===== src/mint_pkg.sv =====
package mint_pkg;

    // operand and result word
    typedef logic [31:0] word_t;

    // operation code in funct3 order
    typedef logic [2:0] op_t;

    localparam op_t OP_MUL    = 3'd0;
    localparam op_t OP_MULH   = 3'd1;
    localparam op_t OP_MULHSU = 3'd2;
    localparam op_t OP_MULHU  = 3'd3;
    localparam op_t OP_DIV    = 3'd4;
    localparam op_t OP_DIVU   = 3'd5;
    localparam op_t OP_REM    = 3'd6;
    localparam op_t OP_REMU   = 3'd7;

    // request tag, echoed back with the response
    typedef logic [3:0] tag_t;

    // which part of the arithmetic result goes out
    typedef logic [1:0] sel_t;

    localparam sel_t SEL_LO  = 2'd0;    // product bits 31:0
    localparam sel_t SEL_HI  = 2'd1;    // product bits 63:32
    localparam sel_t SEL_QUO = 2'd2;
    localparam sel_t SEL_REM = 2'd3;

endpackage


===== src/mint_stage_if.sv =====
interface mint_stage_if;

    logic            valid;
    mint_pkg::word_t op1;
    mint_pkg::word_t op2;          // divisor for div and rem
    logic            op1_signed;
    logic            op2_signed;
    mint_pkg::sel_t  sel;
    mint_pkg::tag_t  tag;

    // no ready, space is guaranteed by the request credits
    modport source
    (
        output valid, op1, op2, op1_signed, op2_signed, sel, tag
    );

    modport sink
    (
        input valid, op1, op2, op1_signed, op2_signed, sel, tag
    );

endinterface


===== src/mint_rsp_queue.sv =====
module mint_rsp_queue
#(
    parameter int QUEUE_DEPTH = 4,
    parameter int RSP_CREDITS = 2
)
(
    input  logic            i_clk,
    input  logic            i_rst,
    mint_stage_if.sink      i_stage,
    input  logic            i_rsp_credit,
    output logic            o_req_credit,
    output logic            o_rsp_valid,
    output mint_pkg::word_t o_rsp_data,
    output mint_pkg::tag_t  o_rsp_tag
);

    localparam int PTR_W = (QUEUE_DEPTH > 1) ? $clog2(QUEUE_DEPTH) : 1;
    localparam int CNT_W = $clog2(QUEUE_DEPTH + 1);
    localparam int CRD_W = $clog2(RSP_CREDITS + 1);

    mint_pkg::word_t  mem_data [QUEUE_DEPTH];
    mint_pkg::tag_t   mem_tag  [QUEUE_DEPTH];
    logic [PTR_W-1:0] wr_ptr;
    logic [PTR_W-1:0] rd_ptr;
    logic [CNT_W-1:0] count;        // entries held in the buffer
    logic [CRD_W-1:0] credits;      // response credits on hand
    logic             pop;

    // wraps for depths that are not a power of two
    function automatic logic [PTR_W-1:0] ptr_inc(input logic [PTR_W-1:0] ptr);
        if (ptr == PTR_W'(QUEUE_DEPTH - 1))
            return '0;
        else
            return ptr + 1'b1;
    endfunction

    assign pop = (count != '0) && (credits != '0);

    assign o_rsp_valid  = pop;
    assign o_req_credit = pop;      // the entry is free once it leaves
    assign o_rsp_data   = mem_data[rd_ptr];
    assign o_rsp_tag    = mem_tag[rd_ptr];

    always_ff @(posedge i_clk)
    begin
        if (i_stage.valid)
        begin
            mem_data[wr_ptr] <= i_stage.op1;
            mem_tag[wr_ptr]  <= i_stage.tag;
        end
    end

    always_ff @(posedge i_clk)
    begin
        if (i_rst)
        begin
            wr_ptr  <= '0;
            rd_ptr  <= '0;
            count   <= '0;
            credits <= CRD_W'(RSP_CREDITS);
        end
        else
        begin
            if (i_stage.valid)
                wr_ptr <= ptr_inc(wr_ptr);
            if (pop)
                rd_ptr <= ptr_inc(rd_ptr);
            count   <= count + CNT_W'(i_stage.valid) - CNT_W'(pop);
            credits <= credits + CRD_W'(i_rsp_credit) - CRD_W'(pop);
        end
    end

    // requester credits cover the pipeline, so a write always finds room
    a_no_full_write: assert property (@(posedge i_clk) disable iff (i_rst)
        i_stage.valid |-> (count < QUEUE_DEPTH))
        else $error("write into a full response queue");

    a_credit_max: assert property (@(posedge i_clk) disable iff (i_rst)
        credits <= RSP_CREDITS)
        else $error("more response credits returned than were issued");

    // head entry must have been written before it leaves
    a_rsp_known: assert property (@(posedge i_clk) disable iff (i_rst)
        o_rsp_valid |-> !$isunknown({o_rsp_data, o_rsp_tag}))
        else $error("response leaves with unknown data or tag");

endmodule


===== src/flat_wrapper.sv =====
// flat-port wrapper written by rule: the top's interface ports become plain ports
module mint_rsp_queue_flat 
#(
    parameter int QUEUE_DEPTH = 4,
    parameter int RSP_CREDITS = 2
)
  (i_clk, i_rst, i_rsp_credit, o_req_credit, o_rsp_valid, o_rsp_data, o_rsp_tag, i_stage_valid, i_stage_op1, i_stage_op2, i_stage_op1_signed, i_stage_op2_signed, i_stage_sel, i_stage_tag);
  mint_stage_if i_stage_i ();
  input  logic i_clk;
  input  logic i_rst;
  input  logic i_rsp_credit;
  output logic o_req_credit;
  output logic o_rsp_valid;
  output mint_pkg::word_t o_rsp_data;
  output mint_pkg::tag_t o_rsp_tag;
  input wire logic [$bits(i_stage_i.valid)-1:0] i_stage_valid;
  input wire logic [$bits(i_stage_i.op1)-1:0] i_stage_op1;
  input wire logic [$bits(i_stage_i.op2)-1:0] i_stage_op2;
  input wire logic [$bits(i_stage_i.op1_signed)-1:0] i_stage_op1_signed;
  input wire logic [$bits(i_stage_i.op2_signed)-1:0] i_stage_op2_signed;
  input wire logic [$bits(i_stage_i.sel)-1:0] i_stage_sel;
  input wire logic [$bits(i_stage_i.tag)-1:0] i_stage_tag;
  assign i_stage_i.valid = i_stage_valid;
  assign i_stage_i.op1 = i_stage_op1;
  assign i_stage_i.op2 = i_stage_op2;
  assign i_stage_i.op1_signed = i_stage_op1_signed;
  assign i_stage_i.op2_signed = i_stage_op2_signed;
  assign i_stage_i.sel = i_stage_sel;
  assign i_stage_i.tag = i_stage_tag;
  mint_rsp_queue #(.QUEUE_DEPTH(QUEUE_DEPTH), .RSP_CREDITS(RSP_CREDITS)) u_core (.i_clk(i_clk), .i_rst(i_rst), .i_stage(i_stage_i), .i_rsp_credit(i_rsp_credit), .o_req_credit(o_req_credit), .o_rsp_valid(o_rsp_valid), .o_rsp_data(o_rsp_data), .o_rsp_tag(o_rsp_tag));
endmodule

===== config.mk =====
export PLATFORM = sky130hd
export DESIGN_NAME = mint_rsp_queue_flat
export DESIGN_NICKNAME = d
export VERILOG_FILES = /design/src/mint_pkg.sv /design/src/mint_stage_if.sv /design/src/mint_rsp_queue.sv /design/src/flat_wrapper.sv
export SDC_FILE = /design/constraint.sdc
export NUM_CORES = 1
export LEC_CHECK = 0
export BUFFER_PORTS_ARGS = -buffer_cell sky130_fd_sc_hd__buf_2
export CAP_MARGIN = 5
export CORE_UTILIZATION = 49
export CTS_CLUSTER_SIZE = 12
export DETAILED_ROUTE_END_ITERATION = 6
export PLACE_DENSITY = 0.75
export SKIP_CTS_REPAIR_TIMING = 1
export SYNTH_ARGS = -nofsm -noshare
export SYNTH_HDL_FRONTEND = slang
export SYNTH_SLANG_ARGS = --single-unit

===== constraint.sdc =====
create_clock -name i_clk -period 1.9 [get_ports i_clk]
set_input_delay 0.095 -clock i_clk [delete_from_list [all_inputs] [get_ports i_clk]]
set_output_delay 0.095 -clock i_clk [all_outputs]
set_load 0.005 [all_outputs]

# [Word level (Yosys, flattened, before mapping)]
# Memory sizes are Yosys's and may differ from the RTL's. A register that Yosys moved wholly into a read port is not among the register bits.
# Index checks and enable logic that the tools add are counted.
[totals] register_bits=9 mem_bits_rw=144 input_bits=76 word_cells=25 memories=2
[memory_table] memory="u_core.mem_data" words=4 word_bits=32 read_ports=1 rd_ports_with_merged_regs=1 write_ports=1 line="mint_rsp_queue.sv:21" text="mint_pkg::word_t mem_data [QUEUE_DEPTH];"
[memory_table] memory="u_core.mem_tag" words=4 word_bits=4 read_ports=1 rd_ports_with_merged_regs=1 write_ports=1 line="mint_rsp_queue.sv:22" text="mint_pkg::tag_t mem_tag [QUEUE_DEPTH];"
[op_classes] n_addsub=6 eq_ne=2 n_mux=8 n_reduce_logical=3
[op_table] operator="$mux 2" n=6
[op_table] operator="$add 2x1->2 const B" n=2
[op_table] operator="$eq 2x2->1 const B" n=2
[op_table] operator="$add 3x1->3" n=1
[op_table] operator="$reduce_bool 3->1" n=1
[op_table] operator="$sub 3x1->3" n=1
[op_table] operator="$add 2x1->2" n=1
[op_table] operator="$mux 1" n=2
[op_table] operator="$reduce_bool 2->1" n=1
[op_table] operator="$sub 2x1->2" n=1
[op_table] operator="$logic_and 1x1->1" n=1

# [Depth between registers and ports, before layout]
[depth] depth_word=4 ltp_mapped=9

# [Worst setup path before layout]
# OpenSTA, ideal clock, no wires.
[synth_timing] kind="reg-to-reg" from="register u_core.count[1]" to="register u_core.count[2]" setup_ns=0.078 arrival_time_ns=1.759 required_time_ns=1.822 path_slack_ns=0.063 stages_incl_launch_ff=10 n_path_buf=0 path_cell_list="dfxtp_1 o32ai_4 nor2_1 a21o_1 ha_1 inv_1 fa_1 xor2_1 and2_1 nor3_1"
[synth_between] elab_chain_cells=3
[synth_rtl] item="start, declared" line="mint_rsp_queue.sv:25" text="logic [CNT_W-1:0] count;"
[synth_rtl] item="start signal, assigned" line="mint_rsp_queue.sv:68" text="count <= count + CNT_W'(i_stage.valid) - CNT_W'(pop);"
[synth_rtl] item="parallel branches: the longest is 2 deep, another holds $add 3x1->3"
[synth_rtl] item="$sub 3x1->3 (*)" line="mint_rsp_queue.sv:68"
# Every way passes the cells marked *.
# A chain may end at the register's enable or synchronous reset.

==> impl_metrics.sql <==
INSERT INTO impl_metrics (metric_group, metric, value, unit) VALUES
('final_layout', 'area.growth.synth_to_final', '28.3', '%'),
('job', 'cap_viol_max_count', '0', ''),
('place', 'dpl.cell_count', '469', ''),
('routing', 'dr_total_vias', '2809', ''),
('logic_synthesis', 'synthTopCellsByCount', 'edfxtp_1, mux4_2, dfxtp_1, nor2_1, ha_1', ''),
('logic_synthesis', 'synth-warning-count', '0', ''),
('final_layout', 'post-route-util', '0.649', ''),
('sta', 'transition_at_the_pin_with_the_smallest_max_transition_slack', '1.02', 'ns'),
('floorplan', 'num_rows', '39', ''),
('power', 'totalPowerFinal', '10.1', 'mW'),
('sta', 'drv_slew', '0', ''),
('worst_setup_path', 'worst_path_cell_with_the_longest_stage_delay', 'mux4_1', ''),
('clock_network', 'clk-insertion-delay-late', '0.42', 'ns'),
('run_status', 'failing_checks', 'design-rule violations, negative hold slack', ''),
('floorplan', 'chipHeight', '111', 'um'),
('floorplan', 'floorplan.die_area', '0.0123', 'mm2'),
('grt', 'grt_max_degree', '37', ''),
('grt', 'overflow', '0', ''),
('floorplan', 'boundary_pin_count', '114', ''),
('logic_synthesis', 'syn-instance-count', '248', ''),
('sta', 'worst_hold_slack', '-0.00775', 'ns'),
('logic_synthesis', 'post-synth-top-area-cell', 'edfxtp_1', ''),
('worst_setup_path', 'timing.critical_path.cells', 'buf_4, mux4_1, buf_2', ''),
('sta', 'unrepaired_setup_endpoints_after_global_routing', 'true', ''),
('worst_setup_path', 'worstPathRequired', '1.80', 'ns'),
('final_layout', 'drive_above_1_share', '0.418', ''),
('power', 'sw_frac_of_total', '0.254', ''),
('worst_setup_path', 'cp_max_fo', '7', ''),
('power', 'powerDensity', '1360', 'mW/mm2'),
('sta', 'report.final.setup_viol', '0', ''),
('routing', 'firstDrtPassIters', '6', ''),
('sta', 'max_freq', '0.545', 'GHz'),
('worst_setup_path', 'critPathTopFamily', 'multiplexers', ''),
('clock_network', 'htreeDepth', '4', ''),
('clock_network', 'cts_buffers', '17', ''),
('routing', 'route.detailed.drc', '16', ''),
('logic_synthesis', 'async_flop_share', '0', ''),
('logic_synthesis', 'synth_fp_nets', '332', ''),
('routing', 'wire_per_inst', '18.3', 'um'),
('power', 'comb_power_share', '0.250', ''),
('final_layout', 'antenna_cells_inserted', '0', ''),
('logic_synthesis', 'avgSynthCellArea', '23.5', 'um2'),
('worst_setup_path', 'endpoint_kind', 'primary output', ''),
('final_layout', 'n_fill_cell', '791', ''),
('grt', 'first_global_vias', '2886', ''),
('clock_network', 'cts.sinks', '155', ''),
('sta', 'report.final.hold_viol_count', '2', ''),
('final_layout', 'stdcell_count', '540', ''),
('worst_setup_path', 'worst-r2r-cell-count', '3', ''),
('worst_hold_path', 'worst_hold_path.num_cells', '2', ''),
('routing', 'postRouteWirelength', '9.90', 'mm'),
('floorplan', 'initial_utilization', '0.506', ''),
('logic_synthesis', 'synth.distinct_cells', '26', ''),
('routing', 'vias_per_cell', '5.20', ''),
('power', 'power.leakage', '2.66', 'nW'),
('logic_synthesis', 'synth_edf_count', '144', ''),
('logic_synthesis', 'yosys_register_bits', '155', ''),
('sta', 'worst_rel_slew_slack', '0.323', ''),
('routing', 'ant_nets', '0', ''),
('worst_setup_path', 'max_stage_delay', '0.56', 'ns'),
('worst_hold_path', 'holdCritPathClass', 'in -> reg', ''),
('sta', 'layout_min_cycle_time', '1.83', 'ns'),
('final_layout', 'final_area', '0.00747', 'mm2'),
('worst_setup_path', 'timing.critical_path.from_type', 'flop', ''),
('worst_setup_path', 'arrival', '1.74', 'ns'),
('worst_setup_path', 'timing_worst_setup_path_type', 'reg -> out', ''),
('grt', 'first_pass_grt_wire_length', '14.9', 'mm'),
('logic_synthesis', 'synth.top_cell.area_share', '0.742', ''),
('run_status', 'run_status', 'finished with violations', ''),
('place', 'dp_hpwl', '5.68', 'mm'),
('power', 'p_seq_frac', '0.411', '');
==> cell type report <==
cell class,instances,area (um2),area share
clock buffer,17,425,0.0569
clock inverter,15,191,0.0256
inverter,4,15.0,0.00201
multi-input combinational,79,1170,0.157
sequential,155,4550,0.609
tap,143,179,0.0239
timing repair buffer,127,938,0.126
==> through the flow <==
stage	setup TNS, ns	setup WS [ns]
2_1_floorplan	0	0.0632
3_3_place_gp	0	0.0874
3_5_place_dp	0	0.00266
4_1_cts	-1.84	-0.123
5_1_grt	-0.00175	-0.00175
6_report	0	0.0659
==> flip-flops by register name, indices dropped and copies added (netlist names), named ones only <==
| register | count |
|---|---|
| u_core.mem_tag | 16 |
| u_core.wr_ptr | 2 |
| u_core.count | 3 |
| u_core.rd_ptr | 2 |
| u_core.mem_data | 128 |
| u_core.credits | 2 |
==> cell usage in the layout, fill, tap and decap left out, drive strengths merged, types with 2 or more instances in the layout <==
cell type,instances
a21oi,2
and2,5
buf,90
bufinv,3
clkbuf,18
clkinv,8
dfxtp,11
dlygate4sd3,36
edfxtp,144
ha,7
inv,7
mux2i,4
mux4,36
nand2,2
nor2,10
nor2b,3
nor3,2
o21ai,2
==> logic make-up (layout without fill, tap and decap cells) <==
kind of cell             count (synthesis)  in the layout  synth area share
multiplexers                            40             40             0.150
adder cells (fa/ha/maj)                  8              8            0.0185
flip-flops                             155            155             0.780
XOR/XNOR                                 1              1           0.00150
buffers and inverters                   14            163            0.0202
AND/OR/NAND/NOR                         24             24            0.0202
AO/OA/AOI/OAI                            6              6           0.00945
==> layer usage <==
metal	track usage	wire, um	up-vias
met3	0.0733	484	12
met4	0.0676	167	0
met1	0.192	4150	1416
met5	0	0	-
met2	0.286	5090	78
li1	-	-	1303
==> path summary, 6_finish.rpt <==
path,start,endpoint,slack (ns)
setup / recovery,flop,o_rsp_tag[0],0.07
hold / removal,i_rst,u_core.count[1],-0.008
setup reg to reg,u_core.wr_ptr[0],u_core.mem_data[0][1],0.12
hold reg to reg,u_core.rd_ptr[0],flop,0.52
==> power groups by stage <==
stage	clock network (mW)	logic, mW	registers, mW
4_1_cts	3.50	2.38	4.16
2_1_floorplan	0	1.65	4.13
3_3_place_gp	0	2.33	4.21
6_report	3.43	2.54	4.17
5_1_grt	3.65	2.77	4.19
3_5_place_dp	0	2.37	4.23
Power figures use the tool's default switching activity.
