File: config.mk
export PLATFORM = sky130hd
export DESIGN_NAME = mint_result_flat
export DESIGN_NICKNAME = d
export VERILOG_FILES = /design/src/mint_pkg.sv /design/src/mint_stage_if.sv /design/src/mint_result.sv /design/src/flat_wrapper.sv
export SDC_FILE = /design/constraint.sdc
export NUM_CORES = 1
export LEC_CHECK = 0
export BUFFER_PORTS_ARGS = -buffer_cell sky130_fd_sc_hd__buf_4
export CORE_AREA = 2 2 107 109
export DETAILED_ROUTE_END_ITERATION = 8
export DIE_AREA = 0 0 109 111
export SLEW_MARGIN = 15
export SYNTH_ARGS = -nofsm -noshare
export SYNTH_HDL_FRONTEND = slang
export SYNTH_SLANG_ARGS = --single-unit
File: constraint.sdc
create_clock -name i_clk -period 2.4 [get_ports i_clk]
set_input_delay 0.24 -clock i_clk [delete_from_list [all_inputs] [get_ports i_clk]]
set_output_delay 0.24 -clock i_clk [all_outputs]
set_load 0.05 [all_outputs]
File: src/mint_pkg.sv
package mint_pkg;

    // operand and result word
    typedef logic [31:0] word_t;

    // operation code in funct3 order
    typedef logic [2:0] op_t;

    localparam op_t OP_MUL    = 3'd0;
    localparam op_t OP_MULH   = 3'd1;
    localparam op_t OP_MULHSU = 3'd2;
    localparam op_t OP_MULHU  = 3'd3;
    localparam op_t OP_DIV    = 3'd4;
    localparam op_t OP_DIVU   = 3'd5;
    localparam op_t OP_REM    = 3'd6;
    localparam op_t OP_REMU   = 3'd7;

    // request tag, echoed back with the response
    typedef logic [3:0] tag_t;

    // which part of the arithmetic result goes out
    typedef logic [1:0] sel_t;

    localparam sel_t SEL_LO  = 2'd0;    // product bits 31:0
    localparam sel_t SEL_HI  = 2'd1;    // product bits 63:32
    localparam sel_t SEL_QUO = 2'd2;
    localparam sel_t SEL_REM = 2'd3;

endpackage

File: src/mint_stage_if.sv
interface mint_stage_if;

    logic            valid;
    mint_pkg::word_t op1;
    mint_pkg::word_t op2;          // divisor for div and rem
    logic            op1_signed;
    logic            op2_signed;
    mint_pkg::sel_t  sel;
    mint_pkg::tag_t  tag;

    // no ready, space is guaranteed by the request credits
    modport source
    (
        output valid, op1, op2, op1_signed, op2_signed, sel, tag
    );

    modport sink
    (
        input valid, op1, op2, op1_signed, op2_signed, sel, tag
    );

endinterface

File: src/mint_result.sv
module mint_result
(
    input  logic            i_clk,
    input  logic            i_rst,
    mint_stage_if.sink      i_stage,
    input  mint_pkg::word_t i_div,
    input  logic [63:0]     i_mul,
    input  mint_pkg::word_t i_rem,
    mint_stage_if.source    o_stage
);

    logic            div_zero;
    logic            div_ovf;
    mint_pkg::word_t result;

    assign div_zero = (i_stage.op2 == '0);

    // most negative over minus one, only for the signed forms
    assign div_ovf = i_stage.op1_signed & i_stage.op2_signed &
                     (i_stage.op1 == 32'h8000_0000) & (i_stage.op2 == '1);

    // remainder sign already follows the dividend out of mint
    always_comb
    begin
        case (i_stage.sel)
            mint_pkg::SEL_HI:
                result = i_mul[63:32];
            mint_pkg::SEL_QUO:
            begin
                if (div_zero)
                    result = '1;
                else if (div_ovf)
                    result = i_stage.op1;
                else
                    result = i_div;
            end
            mint_pkg::SEL_REM:
            begin
                if (div_zero)
                    result = i_stage.op1;               // dividend passes through
                else if (div_ovf)
                    result = '0;
                else
                    result = i_rem;
            end
            default:
                result = i_mul[31:0];
        endcase
    end

    always_ff @(posedge i_clk)
    begin
        if (i_rst)
            o_stage.valid <= 1'b0;
        else
            o_stage.valid <= i_stage.valid;
    end

    always_ff @(posedge i_clk)
    begin
        o_stage.op1 <= result;
        o_stage.tag <= i_stage.tag;
    end

    // only op1 and tag travel on to the queue
    assign o_stage.op2        = '0;
    assign o_stage.op1_signed = 1'b0;
    assign o_stage.op2_signed = 1'b0;
    assign o_stage.sel        = mint_pkg::SEL_LO;

    a_result_known: assert property (@(posedge i_clk) disable iff (i_rst)
        o_stage.valid |-> !$isunknown({o_stage.op1, o_stage.tag}))
        else $error("registered result has unknown bits");

endmodule

File: src/flat_wrapper.sv
// flat-port wrapper written by rule: the top's interface ports become plain ports
module mint_result_flat 
  (i_clk, i_rst, i_div, i_mul, i_rem, i_stage_valid, i_stage_op1, i_stage_op2, i_stage_op1_signed, i_stage_op2_signed, i_stage_sel, i_stage_tag, o_stage_valid, o_stage_op1, o_stage_op2, o_stage_op1_signed, o_stage_op2_signed, o_stage_sel, o_stage_tag);
  mint_stage_if i_stage_i ();
  mint_stage_if o_stage_i ();
  input  logic i_clk;
  input  logic i_rst;
  input  mint_pkg::word_t i_div;
  input  logic [63:0] i_mul;
  input  mint_pkg::word_t i_rem;
  input wire logic [$bits(i_stage_i.valid)-1:0] i_stage_valid;
  input wire logic [$bits(i_stage_i.op1)-1:0] i_stage_op1;
  input wire logic [$bits(i_stage_i.op2)-1:0] i_stage_op2;
  input wire logic [$bits(i_stage_i.op1_signed)-1:0] i_stage_op1_signed;
  input wire logic [$bits(i_stage_i.op2_signed)-1:0] i_stage_op2_signed;
  input wire logic [$bits(i_stage_i.sel)-1:0] i_stage_sel;
  input wire logic [$bits(i_stage_i.tag)-1:0] i_stage_tag;
  output wire logic [$bits(o_stage_i.valid)-1:0] o_stage_valid;
  output wire logic [$bits(o_stage_i.op1)-1:0] o_stage_op1;
  output wire logic [$bits(o_stage_i.op2)-1:0] o_stage_op2;
  output wire logic [$bits(o_stage_i.op1_signed)-1:0] o_stage_op1_signed;
  output wire logic [$bits(o_stage_i.op2_signed)-1:0] o_stage_op2_signed;
  output wire logic [$bits(o_stage_i.sel)-1:0] o_stage_sel;
  output wire logic [$bits(o_stage_i.tag)-1:0] o_stage_tag;
  assign i_stage_i.valid = i_stage_valid;
  assign i_stage_i.op1 = i_stage_op1;
  assign i_stage_i.op2 = i_stage_op2;
  assign i_stage_i.op1_signed = i_stage_op1_signed;
  assign i_stage_i.op2_signed = i_stage_op2_signed;
  assign i_stage_i.sel = i_stage_sel;
  assign i_stage_i.tag = i_stage_tag;
  assign o_stage_valid = o_stage_i.valid;
  assign o_stage_op1 = o_stage_i.op1;
  assign o_stage_op2 = o_stage_i.op2;
  assign o_stage_op1_signed = o_stage_i.op1_signed;
  assign o_stage_op2_signed = o_stage_i.op2_signed;
  assign o_stage_sel = o_stage_i.sel;
  assign o_stage_tag = o_stage_i.tag;
  mint_result u_core (.i_clk(i_clk), .i_rst(i_rst), .i_stage(i_stage_i), .i_div(i_div), .i_mul(i_mul), .i_rem(i_rem), .o_stage(o_stage_i));
endmodule
; Word level (Yosys, flattened, before mapping)
; Cells that the tools add are included.
[classes]
n_shift = 0
add_sub_neg = 0
multipliers = 0
div = 0
eq_ne = 5
reduce_logical = 1
order_cmp = 0
mux = 5
bitwise = 3
[ops]
columns = cell, n
row1 = $mux W32, 4
row2 = $pmux W32 S3, 1
row3 = $eq A32 B32 Y1 const B, 2
row4 = $logic_not A32 Y1, 1
row5 = $eq A2 B2 Y1 const B, 2
row6 = $and A1 B1 Y1, 3
row7 = $eq A2 B1 Y1 const B, 1
[totals]
romBits = 0
ramBits = 0
word_cells = 17
output_inout_bits = 73
input_bits = 203
latch_bits = 0
memories = 0
ff_bits = 37

; Logic depth before layout (Yosys ltp)
; Gate-level depths: netlist of run 1.
[depth]
word_depth = 6
ltp_mapped = 9
depth_no_buf = 6

; Worst setup path after synthesis of run 1
; OpenSTA, ideal clock, no wires.
[synth_path]
path_kind = input -> register
startpoint = input i_stage_op1[27]
endpoint = register u_core.o_stage.op1[0]
n_path_buf = 3
path_slack_ps = -240
setup_ps = 122
cell_stages = 9
t_required_ps = 2278
arrival_ps = 2518
path_cell_list = or4b_1 -> nor4_2 -> nand4_1 -> or4_1 -> buf_6 -> and4b_1 -> buf_6 -> buf_6 -> a221o_1
[synth_between]
elab_chain_len = 6
elab_cells_between_ends = 8
cone_classes = eq/ne (1) / mux (5) / bitwise (2)
[synth_rtl]
columns = item, line
row1 = from (decl), flat_wrapper.sv:12  ; input wire logic [$bits(i_stage_i.op1)-1:0] i_stage_op1;
row2 = $eq A32 B32 Y1 (*), mint_result.sv:20  ; (i_stage.op1 == 32'h8000_0000) & (i_stage.op2 == '1);
row3 = $and A1 B1 Y1 (*), mint_result.sv:19  ; assign div_ovf = i_stage.op1_signed & i_stage.op2_signed &
row4 = $and A1 B1 Y1 (*), mint_result.sv:20
row5 = "$mux W32, on equally long branches", "mint_result.sv:41, mint_result.sv:32"
row6 = "$mux W32, on equally long branches", "mint_result.sv:39, mint_result.sv:30"
row7 = $pmux W32 S3 (*), mint_result.sv:25  ; case (i_stage.sel)
row8 = named net u_core.result[0], mint_result.sv:14  ; mint_pkg::word_t result;
row9 = to (signal assigned), mint_result.sv:61  ; o_stage.op1 <= result;
row10 = to (decl), mint_stage_if.sv:14  ; output valid, op1, op2, op1_signed, op2_signed, sel, tag
; Mark *: on every way through the listed nets, which the timed path passes. The rest lies on a longest branch.
; A chain may end at the register's enable or synchronous reset.

; Worst setup path after layout of run 1
[layout_path]
startpoint = input i_stage_op1[27]
endpoint = register u_core.o_stage.op1[10]
; Same word-level chain as after synthesis.

==> flow_summary.json, run 1 <==
{
  "muxShareOfSynthArea_pct": 5.854,
  "drc": 0,
  "synth_top_family_by_area": "compound AO/OA/AOI/OAI gates",
  "crit_path_max_fanout": 31,
  "multi_input_area_mm2": 0.001553,
  "synth_ff_type": "dfxtp_1",
  "final_layout_size_suffix_gt1_share_pct": 49.63,
  "synthTopCellsByCount": "47 x o21ai_0, 37 x dfxtp_1, 36 x buf_4",
  "grt.total_usage_pct": 18.55,
  "status": "finished with violations",
  "synth_edf_count": 0,
  "drt-total-wl_um": 12000,
  "clock_path_buffers": 2,
  "worstHoldPathType": "in2reg",
  "routedWlPerCell_um": 17.68,
  "netlist_area_mm2": 0.002565,
  "io-pin-count": 276,
  "clock-root-buffer": "clkbuf_16",
  "die_width_um": 109,
  "yosys_warnings": 0,
  "cts_htree_levels": 2,
  "drtAntennaViolNets": 0,
  "synth_cell_types": 34,
  "syn_to_final_growth_pct": 77.61,
  "fmax_mhz": 415.8,
  "setup_viol": 2,
  "setup_ws_ps": -5.242,
  "die_h_um": 111,
  "max_cap_viol_count": 0,
  "clk_pin_slew_worst_paths_ps": 60,
  "gp_congestion": 0.8330,
  "synth_top_area_cell": "dfxtp_1",
  "cts_buffers": 5,
  "crit_arrival_ps": 2560,
  "synth_xor_area_share_pct": 0,
  "crit_family": "simple AND/OR/NAND/NOR gates",
  "grt_max_degree": 34,
  "worst-setup-path-type": "in2reg",
  "synth_cells": 309,
  "overflow": 0,
  "fin_nets": 738,
  "min_from": "i_stage_tag[3]",
  "whs_ps": 61.65,
  "startpoint_type": "input pin",
  "required_ps": 2560,
  "hpwl_um": 9838,
  "core-area_mm2": 0.01108,
  "critPathBufInv": 2,
  "slew_headroom_pct": 37.64,
  "finalHoldViolCount": 0,
  "cts_hold_buffers": 0,
  "drt_pass1_iterations": 4,
  "postCtsSetupBuffers": 0,
  "synth-adder-area-share_pct": 0,
  "power_mw": 2.454,
  "drt-vias-per-instance": 4.876,
  "n_antenna_cell": 0,
  "synth_top_cell_area_share_pct": 28.88,
  "grt_pass1_wl_um": 17150,
  "cts.sinks": 37,
  "synth.most_common_cell": "o21ai_0",
  "nFillCells": 1141,
  "synth-seq-area-share_pct": 28.88,
  "drt_iter0_markers": 152,
  "ys_ff_latch": 37,
  "dieArea_mm2": 0.01210,
  "rows": 39,
  "seq_area_um2": 740.7,
  "rsz0062_at_grt": "true",
  "max_stage_delay_ps": 550,
  "crit_path_cell_trace": "buf_6 > or4b_4 > nor4_4 > nand4_1 > or4_4 > and4b_1 > buf_12 > a221o_1",
  "via_count": 3311,
  "cts_tree": "built",
  "crit_slowest_cell": "or4b_4",
  "leakage_nw": 2.114,
  "cp-end-kind": "flip-flop",
  "fin_crit_ps": 2405,
  "async_reset_ff_share_pct": 0,
  "start_util_pct": 23.16,
  "antenna_found_initial": 0,
  "holdPathEnd": "u_core.o_stage.tag[3]$_DFF_P_",
  "synth_compound_area_share_pct": 34.00,
  "p_per_area_mw_per_mm2": 538.7,
  "final_util_pct": 41.13,
  "avgSynthCellArea_um2": 8.301,
  "hold_path_depth": 1,
  "fin_crit_sh_pct": 100.2,
  "synth_area_leaders": "dfxtp_1 29%, a221o_1 12%, buf_4 11%",
  "worstMarginPinSlew_ps": 934.4,
  "violations": "setup timing",
  "dp_worst_setup_slack_ps": -273.0,
  "first_global_vias": 3261,
  "io_buffers": 239,
  "irDropWorstVdd_mv": 0.2623,
  "final-max-slew-violation-count": 0,
  "post_synth_and_or_nand_nor_area_fraction_pct": 14.54
}
==> per-stage QoR <==
| stage | area [µm²] | std cells | setup TNS [ps] |
|---|---|---|---|
| floorplan | 2696 | 344 | -3996 |
| global placement | 4342 | 671 | -6521 |
| detailed placement | 4342 | 671 | -7965 |
| CTS | 4532 | 679 | 0 |
| global route | 4556 | 679 | -2048 |
| finish | 4556 | 679 | -9.365 |
==> repair_timing <==
| item | in CTS | in global routing |
|---|---|---|
| setup endpoints to repair | 0 | 31 |
| hold endpoints to repair | 0 | 0 |
| gates resized for setup | 0 | 5 |
==> per-layer routing <==
layer	share of wire, %	GRT usage, %
met5	0	0
met4	1.7	5.556
met3	9.5	3.292
met2	52	34.24
met1	37	21.22
==> final cells by class <==
type / count / area share [%]
repair buffers: 249 / 41.47
well taps: 143 / 3.928
inverters: 1 / 0.08239
multi-input cells: 241 / 34.08
clock buffers: 5 / 2.746
flip-flops and latches: 37 / 16.26
clock inverters: 3 / 1.428
==> how the worst max path moves through the flow <==
stage / from / endpoint / cells after the start
floorplan: i_stage_op1[27] / u_core.o_stage.op1[0]$_DFF_P_ / 9
global placement: i_stage_op1[27] / u_core.o_stage.op1[23]$_DFF_P_ / 8
detailed placement: i_stage_op1[27] / u_core.o_stage.op1[0]$_DFF_P_ / 8
CTS: i_stage_op1[27] / u_core.o_stage.op1[0]$_DFF_P_ / 8
global route: i_stage_op1[27] / u_core.o_stage.op1[4]$_DFF_P_ / 8
finish: i_stage_op1[27] / u_core.o_stage.op1[10]$_DFF_P_ / 8
==> power breakdown <==
part / switching (mW) / internal [mW]
clock network: 0.254 / 0.593
registers: 0.0177 / 0.674
logic: 0.543 / 0.372
total: 0.814 / 1.64
==> cell usage in the layout (no fill, tap or decap), drive strengths merged, types with 2 or more instances in the layout <==
master / Yosys / final
nand3: 3 / 3
a31oi: 2 / 2
nor2b: 3 / 3
bufinv: 0 / 2
a21oi: 16 / 16
nor2: 16 / 16
and4b: 2 / 2
buf: 43 / 249
clkbuf: 21 / 5
conb: 1 / 36
nand4: 6 / 6
o22ai: 16 / 16
o211ai: 15 / 15
mux2i: 15 / 15
a221o: 31 / 31
nor4: 17 / 17
dfxtp: 37 / 37
nand2: 6 / 6
o21ai: 47 / 47
==> logic make-up (layout without fill, tap and decap cells) <==
logic type	after synthesis	in the layout
other	1	36
AO/OA/AOI/OAI	129	129
multiplexers	15	15
flip-flops	37	37
AND/OR/NAND/NOR	61	61
buffers and inverters	66	258
==> registers in the layout, summed over array words and instances, names as in the netlist <==
name,count
u_core.o_stage.op1,32
u_core.o_stage.tag,4
u_core.o_stage.valid,1
No activity file was read; power rests on OpenSTA's default activity.
==> run 2, diff against run 1 <==
--- a/config.mk
+++ b/config.mk
@@ -5,10 +5,10 @@
 export SDC_FILE = /design/constraint.sdc
 export NUM_CORES = 1
 export LEC_CHECK = 0
-export BUFFER_PORTS_ARGS = -buffer_cell sky130_fd_sc_hd__buf_4
-export CORE_AREA = 2 2 107 109
+export CORE_AREA = 2 2 106 108
 export DETAILED_ROUTE_END_ITERATION = 8
-export DIE_AREA = 0 0 109 111
+export DIE_AREA = 0 0 108 110
+export DONT_BUFFER_PORTS = 1
 export SLEW_MARGIN = 15
 export SYNTH_ARGS = -nofsm -noshare
 export SYNTH_HDL_FRONTEND = slang
==> run 2 against run 1 <==
Compared with the run above:
- the flow now finishes without violations
- count of clock-buffer cells in the layout stayed put
- fmax is 9.8% higher
- clock power is 23% lower
- critical path depth is 1 lower
- first-iteration DRC count is 37% higher
- power is 24% lower
- non-clock buffer count is 237 lower
- sequential share of layout area is 11 points higher
- cell area is 41% lower
- combinational power is 67% lower
- core utilization is 16 points lower
- wire length is 15% lower
- largest cell class is now multi-input gates
- largest power group is now sequential cells
==> flow_summary.json, run 2 (synthesized netlist as in run 1, its figures left out) <==
{
  "largest_register_ffs": 32,
  "leakage_nw": 0.9380,
  "sequentialPowerShare_pct": 48.8,
  "share_comb_of_total_power_pct": 16.2,
  "crit_slowest_cell": "or4b_1",
  "p_per_area_mw_per_mm2": 688.5,
  "finalHoldViolCount": 0,
  "final-max-slew-violation-count": 0,
  "max_stage_delay_ps": 530,
  "status": "finished clean",
  "antenna_found_initial": 0,
  "cp-end-kind": "flip-flop",
  "core-area_mm2": 0.01070,
  "final_util_pct": 25.29,
  "rsz0062_at_grt": "false",
  "slew_headroom_pct": 36.52,
  "cts_htree_levels": 2,
  "die_width_um": 108,
  "postCtsSetupBuffers": 0,
  "fin_crit_sh_pct": 91.27,
  "die_h_um": 110,
  "drc": 0,
  "drt-vias-per-instance": 5.631,
  "io-pin-count": 276,
  "setup_tns_ps": 0,
  "nFillCells": 1159,
  "first_global_vias": 2394,
  "cts_tree": "built",
  "switching_share_pct": 36.50,
  "gp_congestion": 0.8262,
  "rows": 38,
  "design_area_mm2": 0.002705,
  "irDropWorstVdd_mv": 0.2769,
  "setup_ws_ps": 209.6,
  "max_cap_viol_count": 0,
  "reg_top3": "u_core.o_stage.op1: 32 flops, u_core.o_stage.tag: 4 flops, u_core.o_stage.valid: 1 flops",
  "start_util_pct": 23.98,
  "syn_to_final_growth_pct": 5.463,
  "worst-setup-path-type": "in2reg",
  "switchingPower_uw": 679.7,
  "crit_path_max_fanout": 31,
  "drt_iter0_markers": 208,
  "dp_worst_setup_slack_ps": -110.4,
  "power_mw": 1.862,
  "dieArea_mm2": 0.01188,
  "worstHoldPathType": "in2reg",
  "final_layout_size_suffix_gt1_share_pct": 7.358,
  "routedWlPerCell_um": 23.13,
  "grt.total_usage_pct": 15.10,
  "grt_pass1_wl_um": 13210,
  "crit_path_start": "i_stage_op1[27]",
  "required_ps": 2580,
  "via_count": 2472,
  "setup_viol": 0,
  "fmax_mhz": 456.5,
  "clk_pin_slew_worst_paths_ps": 70,
  "cp-endpoint": "u_core.o_stage.op1[28]$_DFF_P_",
  "final_common_cell": "o21ai_0",
  "worstMarginPinSlew_ps": 951.2,
  "crit_arrival_ps": 2370,
  "fin_nets": 501,
  "cts_buffers": 5,
  "fin_crit_ps": 2190,
  "clock-root-buffer": "clkbuf_8",
  "n_antenna_cell": 0,
  "dp_cells": 426,
  "place_area_mm2": 0.002521,
  "p_int_mw": 1.183,
  "drt_pass1_iterations": 5,
  "hpwl_um": 8255,
  "instances_no_fill": 439,
  "whs_ps": 72.27,
  "drt-total-wl_um": 10150,
  "startpoint_type": "input pin",
  "clock_path_buffers": 2,
  "cts.sinks": 37,
  "overflow": 0,
  "mostFrequentLayoutCells": "47 x o21ai_0, 37 x dfxtp_1, 36 x conb_1, 31 x a221o_1",
  "io_buffers": 0,
  "crit_path_cell_trace": "or4b_1 > nor4_2 > nand4_1 > or4_1 > and4b_1 > buf_12 > a221o_1",
  "largest-register": "u_core.o_stage.op1",
  "grt_max_degree": 54,
  "drtAntennaViolNets": 0,
  "clockPowerShare_pct": 35.0
}
[run 2: changes by cell type in the layout (fill, tap and decap cells not counted), sizes merged]
cell / before / now
buf: 249 / 7
dlygate4sd3: 0 / 5
[run 2: timing repair]
item                                    in CTS  in global routing
endpoints found under the setup margin       0                  0
resized for setup                            0                  0
hold buffers                                 5                  0
endpoints found under the hold margin        5                  0
[run 2: final cells by class]
| type | count | area (µm²) | area share, % |
|---|---|---|---|
| Clock buffer | 5 | 68.82 | 2.544 |
| Clock inverter | 3 | 65.06 | 2.405 |
| Inverter | 1 | 3.754 | 0.1388 |
| Multi-Input combinational cell | 241 | 1536 | 56.80 |
| Sequential cell | 37 | 740.7 | 27.38 |
| Tap cell | 140 | 175.2 | 6.475 |
| Timing Repair Buffer | 12 | 115.1 | 4.255 |
[run 2: worst min path at each step]
| stage | from | endpoint | slack, ps | depth (start not counted) |
|---|---|---|---|---|
| after floorplan | i_stage_tag[0] | u_core.o_stage.tag[0]$_DFF_P_ | 270 | 0 |
| after global placement | i_stage_tag[2] | u_core.o_stage.tag[2]$_DFF_P_ | 270 | 0 |
| after detailed placement | i_stage_tag[1] | u_core.o_stage.tag[1]$_DFF_P_ | 270 | 0 |
| after CTS | i_stage_sel[0] | u_core.o_stage.op1[31]$_DFF_P_ | 40 | 1 |
| after global routing | i_stage_sel[0] | u_core.o_stage.op1[31]$_DFF_P_ | 40 | 1 |
| final | i_stage_sel[0] | u_core.o_stage.op1[31]$_DFF_P_ | 70 | 1 |
[run 2: worst max-delay path: cells and delay by family]
kind / cells / cell delay (ps)
compound gates: 1 / 370
buf+inv: 1 / 180
simple gates: 5 / 1580
[run 2: per-layer routing]
metal | routed length (µm) | share of wire [%] | vias to the layer above | track usage [%]
li1 | - | - | 1116 | -
met1 | 3631 | 36 | 1120 | 16.47
met2 | 4959 | 49 | 215 | 26.68
met3 | 1202 | 12 | 21 | 4.233
met4 | 360 | 3.5 | 0 | 7.967
met5 | 0 | 0 | - | 0
[run 2: power by group through the flow]
| stage | clock [mW] | sequential, mW | combinational [mW] |
|---|---|---|---|
| after floorplan | 0 | 0.914 | 0.336 |
| after global placement | 0 | 0.924 | 0.285 |
| after detailed placement | 0 | 0.924 | 0.292 |
| after CTS | 0.662 | 0.909 | 0.298 |
| after global routing | 0.696 | 0.914 | 0.320 |
| final | 0.652 | 0.909 | 0.301 |
